==> config.mk <==
export PLATFORM = sky130hd
export DESIGN_NAME = saturnGlue
export DESIGN_NICKNAME = d
export VERILOG_FILES = /design/src/hw/saturnBusPkg.sv /design/src/hw/saturnCtrlPkg.sv /design/src/hw/clockEnableGen.sv /design/src/hw/smpcClockDiv.sv /design/src/hw/busReadMux.sv /design/src/hw/debugMonitor.sv /design/src/hw/saturnGlue.sv
export SDC_FILE = /design/constraint.sdc
export NUM_CORES = 1
export LEC_CHECK = 0
export BUFFER_PORTS_ARGS = -buffer_cell sky130_fd_sc_hd__buf_2
export CAP_MARGIN = 20
export CORE_AREA = 4 4 142 144
export CTS_CLUSTER_DIAMETER = 50
export DETAILED_ROUTE_END_ITERATION = 10
export DIE_AREA = 0 0 146 148
export PLACE_DENSITY = 0.52
export RECOVER_POWER = 25
export SYNTH_ARGS = -nofsm -noshare
export SYNTH_HDL_FRONTEND = slang
export SYNTH_SLANG_ARGS = --single-unit
export TNS_END_PERCENT = 10
==> constraint.sdc <==
create_clock -name CLK -period 2.2 [get_ports CLK]
set_input_delay 0.22 -clock CLK [delete_from_list [all_inputs] [get_ports CLK]]
set_output_delay 0.22 -clock CLK [all_outputs]
set_load 0.05 [all_outputs]
==> src/hw/saturnBusPkg.sv <==
package saturnBusPkg;

	// CPU bus
	typedef logic [24:0] cpuAddrT;
	typedef logic [31:0] cpuDataT;

	// Byte lane strobes, low active
	typedef logic [3:0] dqmT;

	// Shared by the B-bus and the A-bus
	typedef logic [15:0] bBusDataT;

	typedef logic [7:0] smpcDataT;

	typedef logic [7:0] waitCntT;

	// Address fetched early in the boot ROM
	parameter cpuAddrT defaultHookAddr = 25'h00012B0;

endpackage

==> src/hw/saturnCtrlPkg.sv <==
package saturnCtrlPkg;

	// Debug run control
	typedef enum logic [1:0] {
		rsIdle,
		rsRun,
		rsBreak
	} runStateT;

	typedef logic [2:0] smpcDivT;

	// Rising phases per SMPC enable
	parameter smpcDivT defaultSmpcDivide = 3'd7;

endpackage

==> src/hw/clockEnableGen.sv <==
`timescale 1ns/100ps

module clockEnableGen (
	input  logic CLK,
	input  logic RST_N,
	input  logic ce,
	input  logic cdCe,
	input  logic dbgPause,
	input  logic dbgBreak,
	input  logic dbgRun,
	input  logic vdp1Start,
	input  logic vdp1CmdEnd,
	output logic ceR,
	output logic ceF,
	output logic cdCeR,
	output logic cdCeF,
	output logic pause
);

	import saturnCtrlPkg::*;

	runStateT runState;
	runStateT runStateNext;
	logic mclk;
	logic cdClk;

	// Drawing events halt only when the debugger asks for it
	always_comb begin
		runStateNext = runState;
		if (vdp1Start) begin
			runStateNext = dbgBreak ? rsBreak : rsRun;
		end else if (vdp1CmdEnd && runState != rsIdle) begin
			runStateNext = dbgBreak ? rsBreak : rsRun;
		end else if (dbgRun && runState == rsBreak) begin
			runStateNext = rsRun;
		end
	end

	always_ff @(posedge CLK or negedge RST_N) begin
		if (!RST_N) begin
			runState <= rsIdle;
		end else begin
			runState <= runStateNext;
		end
	end

	assign pause = dbgPause | (runState == rsBreak);

	// Master clock phase, frozen while paused
	always_ff @(posedge CLK or negedge RST_N) begin
		if (!RST_N) begin
			mclk <= 1'b0;
		end else if (ce && !pause) begin
			mclk <= ~mclk;
		end
	end

	assign ceR = mclk & ~pause;
	assign ceF = ~mclk & ~pause;

	// CD subsystem runs off its own enable, never paused
	always_ff @(posedge CLK or negedge RST_N) begin
		if (!RST_N) begin
			cdClk <= 1'b0;
		end else if (cdCe) begin
			cdClk <= ~cdClk;
		end
	end

	assign cdCeR = cdClk & cdCe;
	assign cdCeF = ~cdClk & cdCe;

endmodule

==> src/hw/smpcClockDiv.sv <==
`timescale 1ns/100ps

module smpcClockDiv #(
	parameter saturnCtrlPkg::smpcDivT smpcDivide = saturnCtrlPkg::defaultSmpcDivide
) (
	input  logic CLK,
	input  logic RST_N,
	input  logic ceR,
	output logic smpcCe,
	output logic mresN
);

	import saturnCtrlPkg::*;

	smpcDivT divCnt;
	smpcDivT divCntNext;

	assign divCntNext = divCnt + smpcDivT'(1);

	always_ff @(posedge CLK or negedge RST_N) begin
		if (!RST_N) begin
			divCnt <= '0;
			smpcCe <= 1'b0;
			mresN <= 1'b0;
		end else begin
			smpcCe <= 1'b0;
			if (ceR) begin
				divCnt <= divCntNext;
				if (divCntNext == smpcDivide) begin
					divCnt <= '0;
					smpcCe <= 1'b1;
				end
			end

			// Master reset released after the first SMPC tick, then held
			if (smpcCe) begin
				mresN <= 1'b1;
			end
		end
	end

endmodule

==> src/hw/busReadMux.sv <==
`timescale 1ns/100ps

module busReadMux (
	input  logic                  cpuCs3N,
	input  logic                  dramCeN,
	input  logic                  romCeN,
	input  logic                  sramCeN,
	input  logic                  smpcCeN,
	input  saturnBusPkg::cpuDataT  memDataIn,
	input  saturnBusPkg::cpuDataT  scuData,
	input  saturnBusPkg::smpcDataT smpcData,
	input  logic                  scuWaitN,
	input  logic                  memWaitN,
	input  logic                  bCs1N,
	input  logic                  bCs2N,
	input  logic                  bCssN,
	input  logic                  aCs2N,
	input  saturnBusPkg::bBusDataT vdp1Data,
	input  saturnBusPkg::bBusDataT vdp2Data,
	input  saturnBusPkg::bBusDataT scspData,
	input  saturnBusPkg::bBusDataT cdData,
	output saturnBusPkg::cpuDataT  cpuDataIn,
	output logic                  cpuWaitN,
	output saturnBusPkg::bBusDataT bDataIn,
	output saturnBusPkg::bBusDataT aDataIn
);

	import saturnBusPkg::*;

	logic memSel;
	cpuDataT smpcWord;

	// Any of the external memories is selected
	assign memSel = ~(cpuCs3N & dramCeN & romCeN & sramCeN);

	// SMPC registers are byte wide, mirrored on every lane
	assign smpcWord = {4{smpcData}};

	always_comb begin
		if (memSel) begin
			cpuDataIn = memDataIn;
		end else if (!smpcCeN) begin
			cpuDataIn = smpcWord;
		end else begin
			cpuDataIn = scuData;
		end
	end

	// Memory wait only counts during a memory access
	assign cpuWaitN = scuWaitN & (memWaitN | ~memSel);

	always_comb begin
		if (!bCs1N) begin
			bDataIn = vdp1Data;
		end else if (!bCs2N) begin
			bDataIn = vdp2Data;
		end else if (!bCssN) begin
			bDataIn = scspData;
		end else begin
			bDataIn = '0;
		end
	end

	// Only the CD block sits on the A-bus here
	assign aDataIn = !aCs2N ? cdData : bBusDataT'(0);

endmodule

==> src/hw/debugMonitor.sv <==
`timescale 1ns/100ps

module debugMonitor #(
	parameter saturnBusPkg::cpuAddrT hookAddr = saturnBusPkg::defaultHookAddr
) (
	input  logic                 CLK,
	input  logic                 RST_N,
	input  logic                 ceR,
	input  logic                 cpuRdN,
	input  logic                 cpuCs3N,
	input  saturnBusPkg::cpuAddrT cpuAddr,
	input  saturnBusPkg::dqmT     cpuDqmN,
	output saturnBusPkg::waitCntT dbgWaitCnt,
	output logic                 dbgHook
);

	import saturnBusPkg::*;

	logic busIdle;
	logic hookHit;

	// No read and no byte lane strobed
	assign busIdle = cpuRdN & (&cpuDqmN);

	assign hookHit = (cpuAddr == hookAddr) & ~cpuRdN & ~cpuCs3N;

	always_ff @(posedge CLK or negedge RST_N) begin
		if (!RST_N) begin
			dbgWaitCnt <= '0;
			dbgHook <= 1'b0;
		end else if (ceR) begin
			if (busIdle) begin
				dbgWaitCnt <= '0;
			end else begin
				dbgWaitCnt <= dbgWaitCnt + waitCntT'(1);
			end

			// Sticky until reset
			if (hookHit) begin
				dbgHook <= 1'b1;
			end
		end
	end

endmodule

==> src/hw/saturnGlue.sv <==
`timescale 1ns/100ps

module saturnGlue #(
	parameter saturnCtrlPkg::smpcDivT smpcDivide = saturnCtrlPkg::defaultSmpcDivide,
	parameter saturnBusPkg::cpuAddrT hookAddr = saturnBusPkg::defaultHookAddr
) (
	input  logic                  CLK,
	input  logic                  RST_N,
	input  logic                  ce,
	input  logic                  cdCe,
	input  logic                  dbgPause,
	input  logic                  dbgBreak,
	input  logic                  dbgRun,
	input  logic                  vdp1Start,
	input  logic                  vdp1CmdEnd,
	output logic                  ceR,
	output logic                  ceF,
	output logic                  cdCeR,
	output logic                  cdCeF,
	output logic                  pause,
	output logic                  smpcCe,
	output logic                  mresN,

	input  saturnBusPkg::cpuAddrT  cpuAddr,
	input  saturnBusPkg::cpuDataT  cpuDataOut,
	input  saturnBusPkg::dqmT      cpuDqmN,
	input  logic                  cpuRdN,
	input  logic                  cpuCs3N,
	input  logic                  dramCeN,
	input  logic                  romCeN,
	input  logic                  sramCeN,
	input  logic                  smpcCeN,
	input  saturnBusPkg::cpuDataT  memDataIn,
	input  saturnBusPkg::cpuDataT  scuData,
	input  saturnBusPkg::smpcDataT smpcData,
	input  logic                  scuWaitN,
	input  logic                  memWaitN,
	output saturnBusPkg::cpuDataT  cpuDataIn,
	output logic                  cpuWaitN,

	input  logic                  bCs1N,
	input  logic                  bCs2N,
	input  logic                  bCssN,
	input  logic                  aCs2N,
	input  saturnBusPkg::bBusDataT vdp1Data,
	input  saturnBusPkg::bBusDataT vdp2Data,
	input  saturnBusPkg::bBusDataT scspData,
	input  saturnBusPkg::bBusDataT cdData,
	output saturnBusPkg::bBusDataT bDataIn,
	output saturnBusPkg::bBusDataT aDataIn,

	output saturnBusPkg::cpuAddrT  memAddr,
	output saturnBusPkg::cpuDataT  memDataOut,
	output saturnBusPkg::dqmT      memDqmN,
	output logic                  memRdN,
	output logic                  romCsN,
	output logic                  sramCsN,
	output logic                  ramlCsN,
	output logic                  ramhCsN,

	output saturnBusPkg::waitCntT  dbgWaitCnt,
	output logic                  dbgHook
);

	clockEnableGen clockEnableGen_i (
		.CLK(CLK),
		.RST_N(RST_N),
		.ce(ce),
		.cdCe(cdCe),
		.dbgPause(dbgPause),
		.dbgBreak(dbgBreak),
		.dbgRun(dbgRun),
		.vdp1Start(vdp1Start),
		.vdp1CmdEnd(vdp1CmdEnd),
		.ceR(ceR),
		.ceF(ceF),
		.cdCeR(cdCeR),
		.cdCeF(cdCeF),
		.pause(pause)
	);

	smpcClockDiv #(
		.smpcDivide(smpcDivide)
	) smpcClockDiv_i (
		.CLK(CLK),
		.RST_N(RST_N),
		.ceR(ceR),
		.smpcCe(smpcCe),
		.mresN(mresN)
	);

	busReadMux busReadMux_i (
		.cpuCs3N(cpuCs3N),
		.dramCeN(dramCeN),
		.romCeN(romCeN),
		.sramCeN(sramCeN),
		.smpcCeN(smpcCeN),
		.memDataIn(memDataIn),
		.scuData(scuData),
		.smpcData(smpcData),
		.scuWaitN(scuWaitN),
		.memWaitN(memWaitN),
		.bCs1N(bCs1N),
		.bCs2N(bCs2N),
		.bCssN(bCssN),
		.aCs2N(aCs2N),
		.vdp1Data(vdp1Data),
		.vdp2Data(vdp2Data),
		.scspData(scspData),
		.cdData(cdData),
		.cpuDataIn(cpuDataIn),
		.cpuWaitN(cpuWaitN),
		.bDataIn(bDataIn),
		.aDataIn(aDataIn)
	);

	debugMonitor #(
		.hookAddr(hookAddr)
	) debugMonitor_i (
		.CLK(CLK),
		.RST_N(RST_N),
		.ceR(ceR),
		.cpuRdN(cpuRdN),
		.cpuCs3N(cpuCs3N),
		.cpuAddr(cpuAddr),
		.cpuDqmN(cpuDqmN),
		.dbgWaitCnt(dbgWaitCnt),
		.dbgHook(dbgHook)
	);

	// Memory side follows the CPU bus directly
	assign memAddr = cpuAddr;
	assign memDataOut = cpuDataOut;
	assign memDqmN = cpuDqmN;
	assign memRdN = cpuRdN;

	// Chip select mapping
	assign romCsN = romCeN;
	assign sramCsN = sramCeN;
	assign ramlCsN = dramCeN;
	assign ramhCsN = cpuCs3N;

endmodule

Yosys cells after proc, flatten, opt, wreduce, memory -nomap -nowiden
Cells that the tools add are included.
Word-level totals
  register bits after elaboration: 18
  input bits: 218
  output and inout port bits: 147
  word-level logic and storage cells: 53
Cells by class
  add/sub/neg operators: 2
  equal/unequal tests: 3
  muxes and demuxes: 14
  bitwise gates (word level): 18
  reduce and logical (&&, ||, !) cells: 8
Operator list (count)
  16-bit 2-to-1 mux: 4
  32-bit 2-to-1 mux: 2
  25-bit by 13-bit == test with 1-bit output, second input constant: 1
  1-bit AND: 11
  8-bit by 1-bit adder with 8-bit output, second input constant: 1
  2-bit 2-to-1 mux: 4
  8-bit 2-to-1 mux: 1
  1-bit inverter: 5
  4-bit AND reduction: 1
  3-bit by 1-bit adder with 3-bit output, second input constant: 1
  3-bit == test, second input constant: 1
  1-bit logical AND: 3
  3-bit 2-to-1 mux: 1
  3-bit nonzero test: 1
  2-bit == test, second input constant: 1
  1-bit 2-to-1 mux: 2
  1-bit OR: 2
  2-bit AND reduction: 1
  2-bit nonzero test: 1
  1-bit zero test: 1

Depth between registers and ports, before layout
Gate-level depths: netlist (run 1).
  depth after elaboration: 5
  mapped depth: 5
  mapped depth without buffers: 5

Hierarchy
Synthesis (run 1) repeated with hierarchy kept, for this count alone.
Unflattened totals
  cells, all modules: 327
  area total of the unflattened synthesis: 3045.4 µm²
By module, submodules not included
  busReadMux: instances 1, cells an instance 162, area each 1545.2 µm², seq. area each 0.0 µm²
  debugMonitor: instances 1, cells an instance 55, area each 530.5 µm², seq. area each 225.2 µm²
  saturnGlue: instances 1, cells an instance 66, area each 495.5 µm², seq. area each 0.0 µm²
  clockEnableGen: instances 1, cells an instance 23, area each 237.7 µm², seq. area each 100.1 µm²
  smpcClockDiv: instances 1, cells an instance 21, area each 236.5 µm², seq. area each 125.1 µm²

Worst setup path before layout (run 1)
Ideal clock, no wire load.
  path type: input -> output
  start point: in sramCeN
  end point: out cpuDataIn[13]
  data arrival time: 1.756 ns
  required time: 1.980 ns
  setup slack: 0.224 ns
  stages on the path: 4
  path buffers: 2
  cell sequence: nand4_1 -> buf_2 -> clkbuf_1 -> o21ai_0
On the way
  cells in the longest elaborated chain, start to end: 2
RTL lines
  start, declared: RTL line saturnGlue.sv:31  | input logic sramCeN,
  1-bit AND: RTL line busReadMux.sv:34  | assign memSel = ~(cpuCs3N & dramCeN & romCeN & sramCeN);
  32-bit 2-to-1 mux: RTL line busReadMux.sv:40  | if (memSel) begin
  end, declared: RTL line saturnGlue.sv:38  | output saturnBusPkg::cpuDataT cpuDataIn,
Every way passes these cells.

Final worst setup path (run 1)
  start point: in smpcCeN
  end point: out cpuDataIn[11]
On the way
  cells in the longest elaborated chain, start to end: 2
RTL lines
  start, declared: RTL line saturnGlue.sv:32  | input logic smpcCeN,
  32-bit 2-to-1 mux: RTL line busReadMux.sv:42  | end else if (!smpcCeN) begin
  32-bit 2-to-1 mux: RTL line busReadMux.sv:40
Every way passes these cells.

==> flow_metrics.tcl, run 1 <==
set metrics [dict create \
    routed-wl-met2_mm 5.74 \
    rsz0062_at_grt "false" \
    initial_utilization_pct 13.5 \
    layout.cells.most_common_list "buf_2 (289), a21oi_1 (69), nand2_1 (42), o21ai_0 (42), nor2b_1 (37)" \
    worst_vdd_drop_uv 286 \
    min_delay_path_depth 2 \
    reg2regPathDepth 4 \
    numClockSinks 18 \
    dieWidth_um 146 \
    antenna_cells 0 \
    power.share.combinational_pct 62.0 \
    synth.area.top_cells "buf_4 (20%), dfrtp_1 (18%), a21oi_1 (14%), nor2b_1 (9.2%), o21ai_0 (8.3%)" \
    finClkSkew_ns 0.00217 \
    slew_headroom_pct 60.3 \
    clock_tree.buffer_depth 2 \
    detail_route.wl_per_cell_um 13.5 \
    gp_congestion 0.900 \
    floorplan.io_pins 365 \
    pwr-share-seq_pct 22.0 \
    net-switching-power_uw 1330 \
    final_hold_viol_count 0 \
    powerDensity_mw_per_mm2 647 \
    yosysUniqueCellTypes 39 \
    power.internal_uw 1150 \
    hold_buffers 1 \
    syn_area_per_cell_um2 6.74 \
    tightest_slew_ns 0.598 \
    crit_end "cpuDataIn[11]" \
    synthDominantCellAreaShare_pct 20.3 \
    dr.max_layer_used "met4" \
    timing.final.max_slew_violations 0 \
    syn-instance-count 374 \
    grt_use_total_pct 9.34 \
    synthDominantAreaCellType "buf_4" \
    leading_cell_type_in_the_layout_fill_and_taps_excluded "buf_2" \
    grt_pass1_wl_mm 16.4 \
    tritoncts "done" \
    final_period_minus_worst_setup_slack_ns 1.65 \
    path_clk_slew_ns 0.05 \
    critPathMaxFanout 27 \
    number_of_buffers_inserted_during_clock_tree_synthesis 3 \
    grt_antenna_before_repair 0 \
    worst_case_register_to_register_setup_slack_ns 0.92 \
    design.final.nets 821 \
    ys_seq_area_share_pct 17.9 \
    length_of_routed_met3_wiring_mm 1.29 \
    vias_post_dr 3331 \
    critPathCaptureType "output port" \
    crit_path_start_kind "primary input" \
    fin_crit_sh_pct 75.1 \
    yosys_most_used_dff "dfrtp_1" \
    final_antenna_net_count 0 \
    grt_start_max_net_pins 66 \
    die_area_mm2 0.0216 \
    cts_setup_buffers 0 \
    power.clock.fraction_pct 16.0 \
    number_of_enable_type_register_cells_in_the_synthesized_netlist 0 \
    sw_frac_of_total_pct 53.6 \
    layout-drive-gt1-share_pct 51.3 \
    route.detailed.vias_per_inst 4.00 \
    cts_htree_levels 1 \
    crit_type "in -> out" \
    drt-total-wl_mm 11.3 \
    reg2reg_from "debugMonitor_i.dbgWaitCnt[0]" \
    layout.filler_cells 2151 \
    hold-worst-slack_ns 0.176 \
    detailedRoute.firstPassIterationCount 4 \
    synth_area_mm2 0.00252 \
    core-area_mm2 0.0187 \
    run_status "finished clean" \
    post_cts.resized_instances 0 \
    timing.critical_path.arrival_ns 1.43 \
    vias_in_the_first_global_route 3220 \
    cp.required_ns 1.98 \
    synth_async_sr_flop_share_pct 100 \
    die_height_um 148 \
    clock_latency_at_the_later_pin_of_the_worst_skew_pair_ns 0.25 \
    r2r-end "debugMonitor_i.dbgWaitCnt[6]" \
    hold_path.class "in -> reg" \
    cap_viol_max_count 0 \
    total_leakage_power_uw 0.00207 \
    layout-area-overhead-vs-synth_pct 52.6 \
    drt_iter0_markers 176 \
    drc_violations_left 0 \
    synthesis.yosys.warnings 0 \
    syn_nets 595 \
    num_rows 50 \
    postSynthRegisterBits 18 \
    maxClockFrequency_mhz 605 \
    route.layer.met1.wl_mm 4.02 \
    buffer_ports.inserted 300 \
    place.detailed.hpwl_mm 9.96 \
    grt-ovfl-total 0 \
    clock-root-buffer "clkbuf_16" \
    report.final.setup_viol 0 \
    setup_total_negative_slack_ns 0 \
    worst_setup_path_startpoint "smpcCeN" \
]
==> cells in the mapped netlist, types with 2 or more instances <==
cell type	number
a21oi_1	69
and2_1	2
and2b_1	5
and3_1	2
buf_2	8
buf_4	68
buf_6	2
clkbuf_1	6
dfrtp_1	18
ha_1	3
inv_1	4
nand2_1	42
nand2_4	2
nand2b_1	2
nand3_1	7
nand3b_1	3
nand4_1	3
nor2_1	23
nor2b_1	37
nor4_1	3
nor4bb_1	2
o21ai_0	42
o21ai_1	3
o311ai_2	2
xor2_1	2
==> flip-flops by register name, indices dropped and copies added (netlist names) <==
signal	count
clockEnableGen_i.cdClk	1
clockEnableGen_i.mclk	1
clockEnableGen_i.runState	2
debugMonitor_i.dbgHook	1
debugMonitor_i.dbgWaitCnt	8
smpcClockDiv_i.divCnt	3
smpcClockDiv_i.mresN	1
smpcClockDiv_i.smpcCe	1
==> power by group through the flow <==
stage	Sequential, µW	Combinational (µW)	Clock [µW]
2_1_floorplan	743	1090	0
3_3_place_gp	551	1560	0
3_5_place_dp	551	1560	0
4_1_cts	548	1570	411
5_1_grt	565	1660	432
6_report	548	1540	398
==> cells by family after synthesis <==
kind of cell / count (synthesis) / synth area share, %
AOI/OAI and AO/OA: 121 / 25.4
xor gates and xnor gates: 3 / 1.04
adders and majority gates: 3 / 1.49
buffers and inverters: 89 / 24.6
DFF: 18 / 17.9
and+or+nand+nor: 140 / 29.6
==> layout make-up <==
| cell class | count | area [µm²] | share of cell area (%) |
|---|---|---|---|
| Inverter | 5 | 23.8 | 0.618 |
| Tap cell | 234 | 293 | 7.61 |
| Clock buffer | 4 | 88.8 | 2.31 |
| Multi-Input combinational cell | 267 | 1450 | 37.7 |
| Sequential cell | 18 | 450 | 11.7 |
| Timing Repair Buffer | 305 | 1540 | 40.0 |
==> worst max-delay path, stage by stage <==
cell     delay (ns)
buf_2          0.24
nor2b_1        0.45
a21oi_1        0.07
o21ai_0        0.16
buf_2          0.29
==> metrics by stage <==
step	std cells	cell area [µm²]	setup WS, ns	util [%]	power (µW)
5_1_grt	833	3850	0.351	20.6	2660
3_5_place_dp	828	3760	0.530	20.1	2120
2_1_floorplan	374	2520	0.224	-	1840
3_3_place_gp	828	3760	0.539	20.1	2110
6_report	833	3850	0.547	20.6	2490
4_1_cts	833	3860	0.528	20.6	2520
==> worst min path at each step <==
stage / from / to / slack (ns)
3_3_place_gp: RST_N / debugMonitor_i.dbgWaitCnt[2] / 0.19
5_1_grt: cdCe / clockEnableGen_i.cdClk / 0.18
2_1_floorplan: RST_N / clockEnableGen_i.cdClk / -0.08
4_1_cts: cdCe / clockEnableGen_i.cdClk / 0.17
3_5_place_dp: RST_N / smpcClockDiv_i.mresN / 0.19
6_report: cdCe / clockEnableGen_i.cdClk / 0.18
==> layer usage <==
metal | vias up | track usage [%]
met5 | - | 0
met4 | 0 | 2.07
met3 | 22 | 2.67
met2 | 225 | 17.7
met1 | 1429 | 10.4
li1 | 1655 | -
No activity file was read; power rests on OpenSTA's default activity.
==> run 2: changes to the inputs <==
--- a/config.mk
+++ b/config.mk
@@ -5,13 +5,14 @@
 export SDC_FILE = /design/constraint.sdc
 export NUM_CORES = 1
 export LEC_CHECK = 0
+export ABC_AREA = 1
 export BUFFER_PORTS_ARGS = -buffer_cell sky130_fd_sc_hd__buf_2
 export CAP_MARGIN = 20
-export CORE_AREA = 4 4 142 144
+export CORE_AREA = 4 4 140 142
 export CTS_CLUSTER_DIAMETER = 50
 export DETAILED_ROUTE_END_ITERATION = 10
-export DIE_AREA = 0 0 146 148
-export PLACE_DENSITY = 0.52
+export DIE_AREA = 0 0 144 146
+export PLACE_DENSITY = 0.54
 export RECOVER_POWER = 25
 export SYNTH_ARGS = -nofsm -noshare
 export SYNTH_HDL_FRONTEND = slang
==> constraint.sdc (replaced) <==
create_clock -name CLK -period 1.6 [get_ports CLK]
set_input_delay 0.16 -clock CLK [delete_from_list [all_inputs] [get_ports CLK]]
set_output_delay 0.16 -clock CLK [all_outputs]
set_load 0.05 [all_outputs]
==> flow_metrics.tcl, run 2 <==
set metrics [dict create \
    place.detailed.hpwl_mm 9.73 \
    biggestRegsByFlops "debugMonitor_i.dbgWaitCnt: 8 flops, smpcClockDiv_i.divCnt: 3 flops, clockEnableGen_i.runState: 2 flops" \
    die_height_um 146 \
    pwr-share-seq_pct 21.3 \
    design.final.nets 898 \
    final_hold_viol_count 0 \
    power.internal_uw 1650 \
    synthesis.yosys.warnings 0 \
    sw_frac_of_total_pct 55.0 \
    initial_utilization_pct 14.2 \
    crit_type "in -> out" \
    synth_async_sr_flop_share_pct 100 \
    final_antenna_net_count 0 \
    layout.cells.most_common_list "buf_2 (282), nand2_1 (98), nor2_1 (86), a31oi_1 (44), inv_1 (42)" \
    dp_cells 905 \
    grt-ovfl-total 0 \
    min_delay_path_depth 2 \
    reg2reg_from "clockEnableGen_i.runState[1]" \
    path_clk_slew_ns 0.05 \
    number_of_buffers_inserted_during_clock_tree_synthesis 3 \
    syn_nets 664 \
    crit_path_start_kind "primary input" \
    synthDominantCellAreaShare_pct 19.5 \
    worstHoldStart "cdCe" \
    finClkSkew_ns 0.00209 \
    critPathMaxFanout 28 \
    setup_total_negative_slack_ns 0 \
    grt_antenna_before_repair 0 \
    synthTopCellsByCount "nand2_1 (98), nor2_1 (86), buf_4 (68), a31oi_1 (48), inv_1 (42)" \
    grt_start_max_net_pins 33 \
    buffer_ports.inserted 300 \
    grt_pass1_wl_mm 16.4 \
    syn-instance-count 443 \
    leading_cell_type_in_the_layout_fill_and_taps_excluded "buf_2" \
    synthDominantAreaCellType "buf_4" \
    dieWidth_um 144 \
    hold_path_end "clockEnableGen_i.cdClk" \
    layout-area-overhead-vs-synth_pct 55.5 \
    numClockSinks 18 \
    antenna_cells 0 \
    fin_crit_sh_pct 92.6 \
    timing.final.max_slew_violations 0 \
    detail_route.wl_per_cell_um 12.2 \
    synthMostInstantiatedCell "nand2_1" \
    floorplan.io_pins 365 \
    cp.required_ns 1.44 \
    synth_area_mm2 0.00262 \
    yosys_most_used_dff "dfrtp_1" \
    tritoncts "done" \
    net-switching-power_uw 2020 \
    total_leakage_power_uw 0.00233 \
    yosysUniqueCellTypes 26 \
    critPathCaptureType "output port" \
    die_area_mm2 0.0210 \
    worst_case_register_to_register_setup_slack_ns 0.33 \
    worst_setup_path_startpoint "cpuCs3N" \
    drt_iter0_markers 195 \
    top_register "debugMonitor_i.dbgWaitCnt" \
    maxClockFrequency_mhz 675 \
    cts_htree_levels 1 \
    drt-total-wl_mm 11.1 \
    hold_path.class "in -> reg" \
    route.detailed.vias_per_inst 3.99 \
    run_status "finished clean" \
    cts_setup_buffers 0 \
    worst_vdd_drop_uv 273 \
    timing.critical_path.arrival_ns 1.32 \
    post-layout-total-power_uw 3680 \
    flip_flop_count_of_the_largest_register_after_layout 8 \
    syn_area_per_cell_um2 5.91 \
    power.clock.fraction_pct 15.2 \
    power.share.combinational_pct 63.4 \
    clock-root-buffer "clkbuf_16" \
    grt_use_total_pct 9.54 \
    gp_congestion 0.822 \
    cap_viol_max_count 0 \
    powerDensity_mw_per_mm2 904 \
    finish.cell_count_without_fillers 910 \
    synth.area.top_cells "buf_4 (20%), dfrtp_1 (17%), nand2_1 (14%), nor2_1 (12%), a31oi_1 (11%)" \
    num_rows 50 \
    clock_latency_at_the_later_pin_of_the_worst_skew_pair_ns 0.25 \
    postSynthRegisterBits 18 \
    tightest_slew_ns 0.613 \
    detailedRoute.firstPassIterationCount 6 \
    r2r-end "debugMonitor_i.dbgHook" \
    number_of_enable_type_register_cells_in_the_synthesized_netlist 0 \
    drc_violations_left 0 \
    layout.filler_cells 2125 \
    vias_post_dr 3629 \
    rsz0062_at_grt "false" \
    layout-drive-gt1-share_pct 47.2 \
    clock_tree.buffer_depth 2 \
    final_period_minus_worst_setup_slack_ns 1.48 \
    ys_seq_area_share_pct 17.2 \
    slew_headroom_pct 59.3 \
    reg2regPathDepth 5 \
    vias_in_the_first_global_route 3477 \
    fin_util_pct 22.1 \
    core-area_mm2 0.0185 \
    report.final.setup_viol 0 \
]
==> run 2: power by group through the flow <==
stage	logic, µW	registers, µW	clock network (µW)
3_3_place_gp	2330	799	0
6_report	2330	785	560
4_1_cts	2350	787	577
2_1_floorplan	1610	1100	0
5_1_grt	2520	817	589
3_5_place_dp	2340	793	0
==> run 2: critical path, stage by stage <==
cell and delay, ns:
buf_2 0.10, nand4_1 0.12, inv_2 0.09, buf_12 0.15
buf_12 0.17, nor2_1 0.05, a31oi_1 0.20, buf_4 0.24
==> run 2: how the worst max path moves through the flow <==
stage,to,cells after the start,slack [ns]
after floorplan,bDataIn[14],5,-0.04
after global placement,cpuDataIn[4],8,0.07
after detailed placement,cpuDataIn[4],8,0.04
after CTS,cpuDataIn[4],8,0.02
after global routing,cpuDataIn[4],8,0.01
final,cpuDataIn[4],8,0.12
==> run 2: cell type report <==
cell class	count	area [µm²]	share of cell area, %
clock buffers	4	88.8	2.18
inverters	45	169	4.15
multi-input cells	293	1400	34.4
flip-flops and latches	18	450	11.1
well taps	234	293	7.19
repair buffers	316	1670	41.0
==> run 2: cells by family (layout without fill, tap and decap cells) <==
family / after synthesis / after routing / synth area share, %
and+or+nand+nor: 226 / 226 / 35.8
AOI/OAI and AO/OA: 61 / 61 / 14.3
xor gates and xnor gates: 3 / 3 / 1.00
adders and majority gates: 3 / 3 / 1.43
buffers and inverters: 132 / 365 / 30.3
DFF: 18 / 18 / 17.2
==> run 2: stage by stage <==
stage | area [µm²] | hold slack, ns | worst slack [ns]
floorplan | 2640 | -0.136 | -0.0378
global placement | 3980 | 0.118 | 0.0739
detailed placement | 3980 | 0.124 | 0.0350
CTS | 4070 | 0.118 | 0.0222
global route | 4070 | 0.120 | 0.00978
finish | 4070 | 0.120 | 0.118
==> run 2: routing by layer <==
| layer | track usage (%) | vias up | share of wire (%) |
|---|---|---|---|
| li1 | - | 1822 | - |
| met1 | 10.9 | 1560 | 39 |
| met4 | 4.28 | 0 | 3.7 |
| met3 | 1.18 | 27 | 9.4 |
| met2 | 17.4 | 220 | 48 |
| met5 | 0 | - | 0 |
==> run 2: timing repair <==
action	CTS	global route
gates resized for setup	0	7
hold buffers	1	0
setup endpoints to repair	0	5
endpoints found under the hold margin	18	0
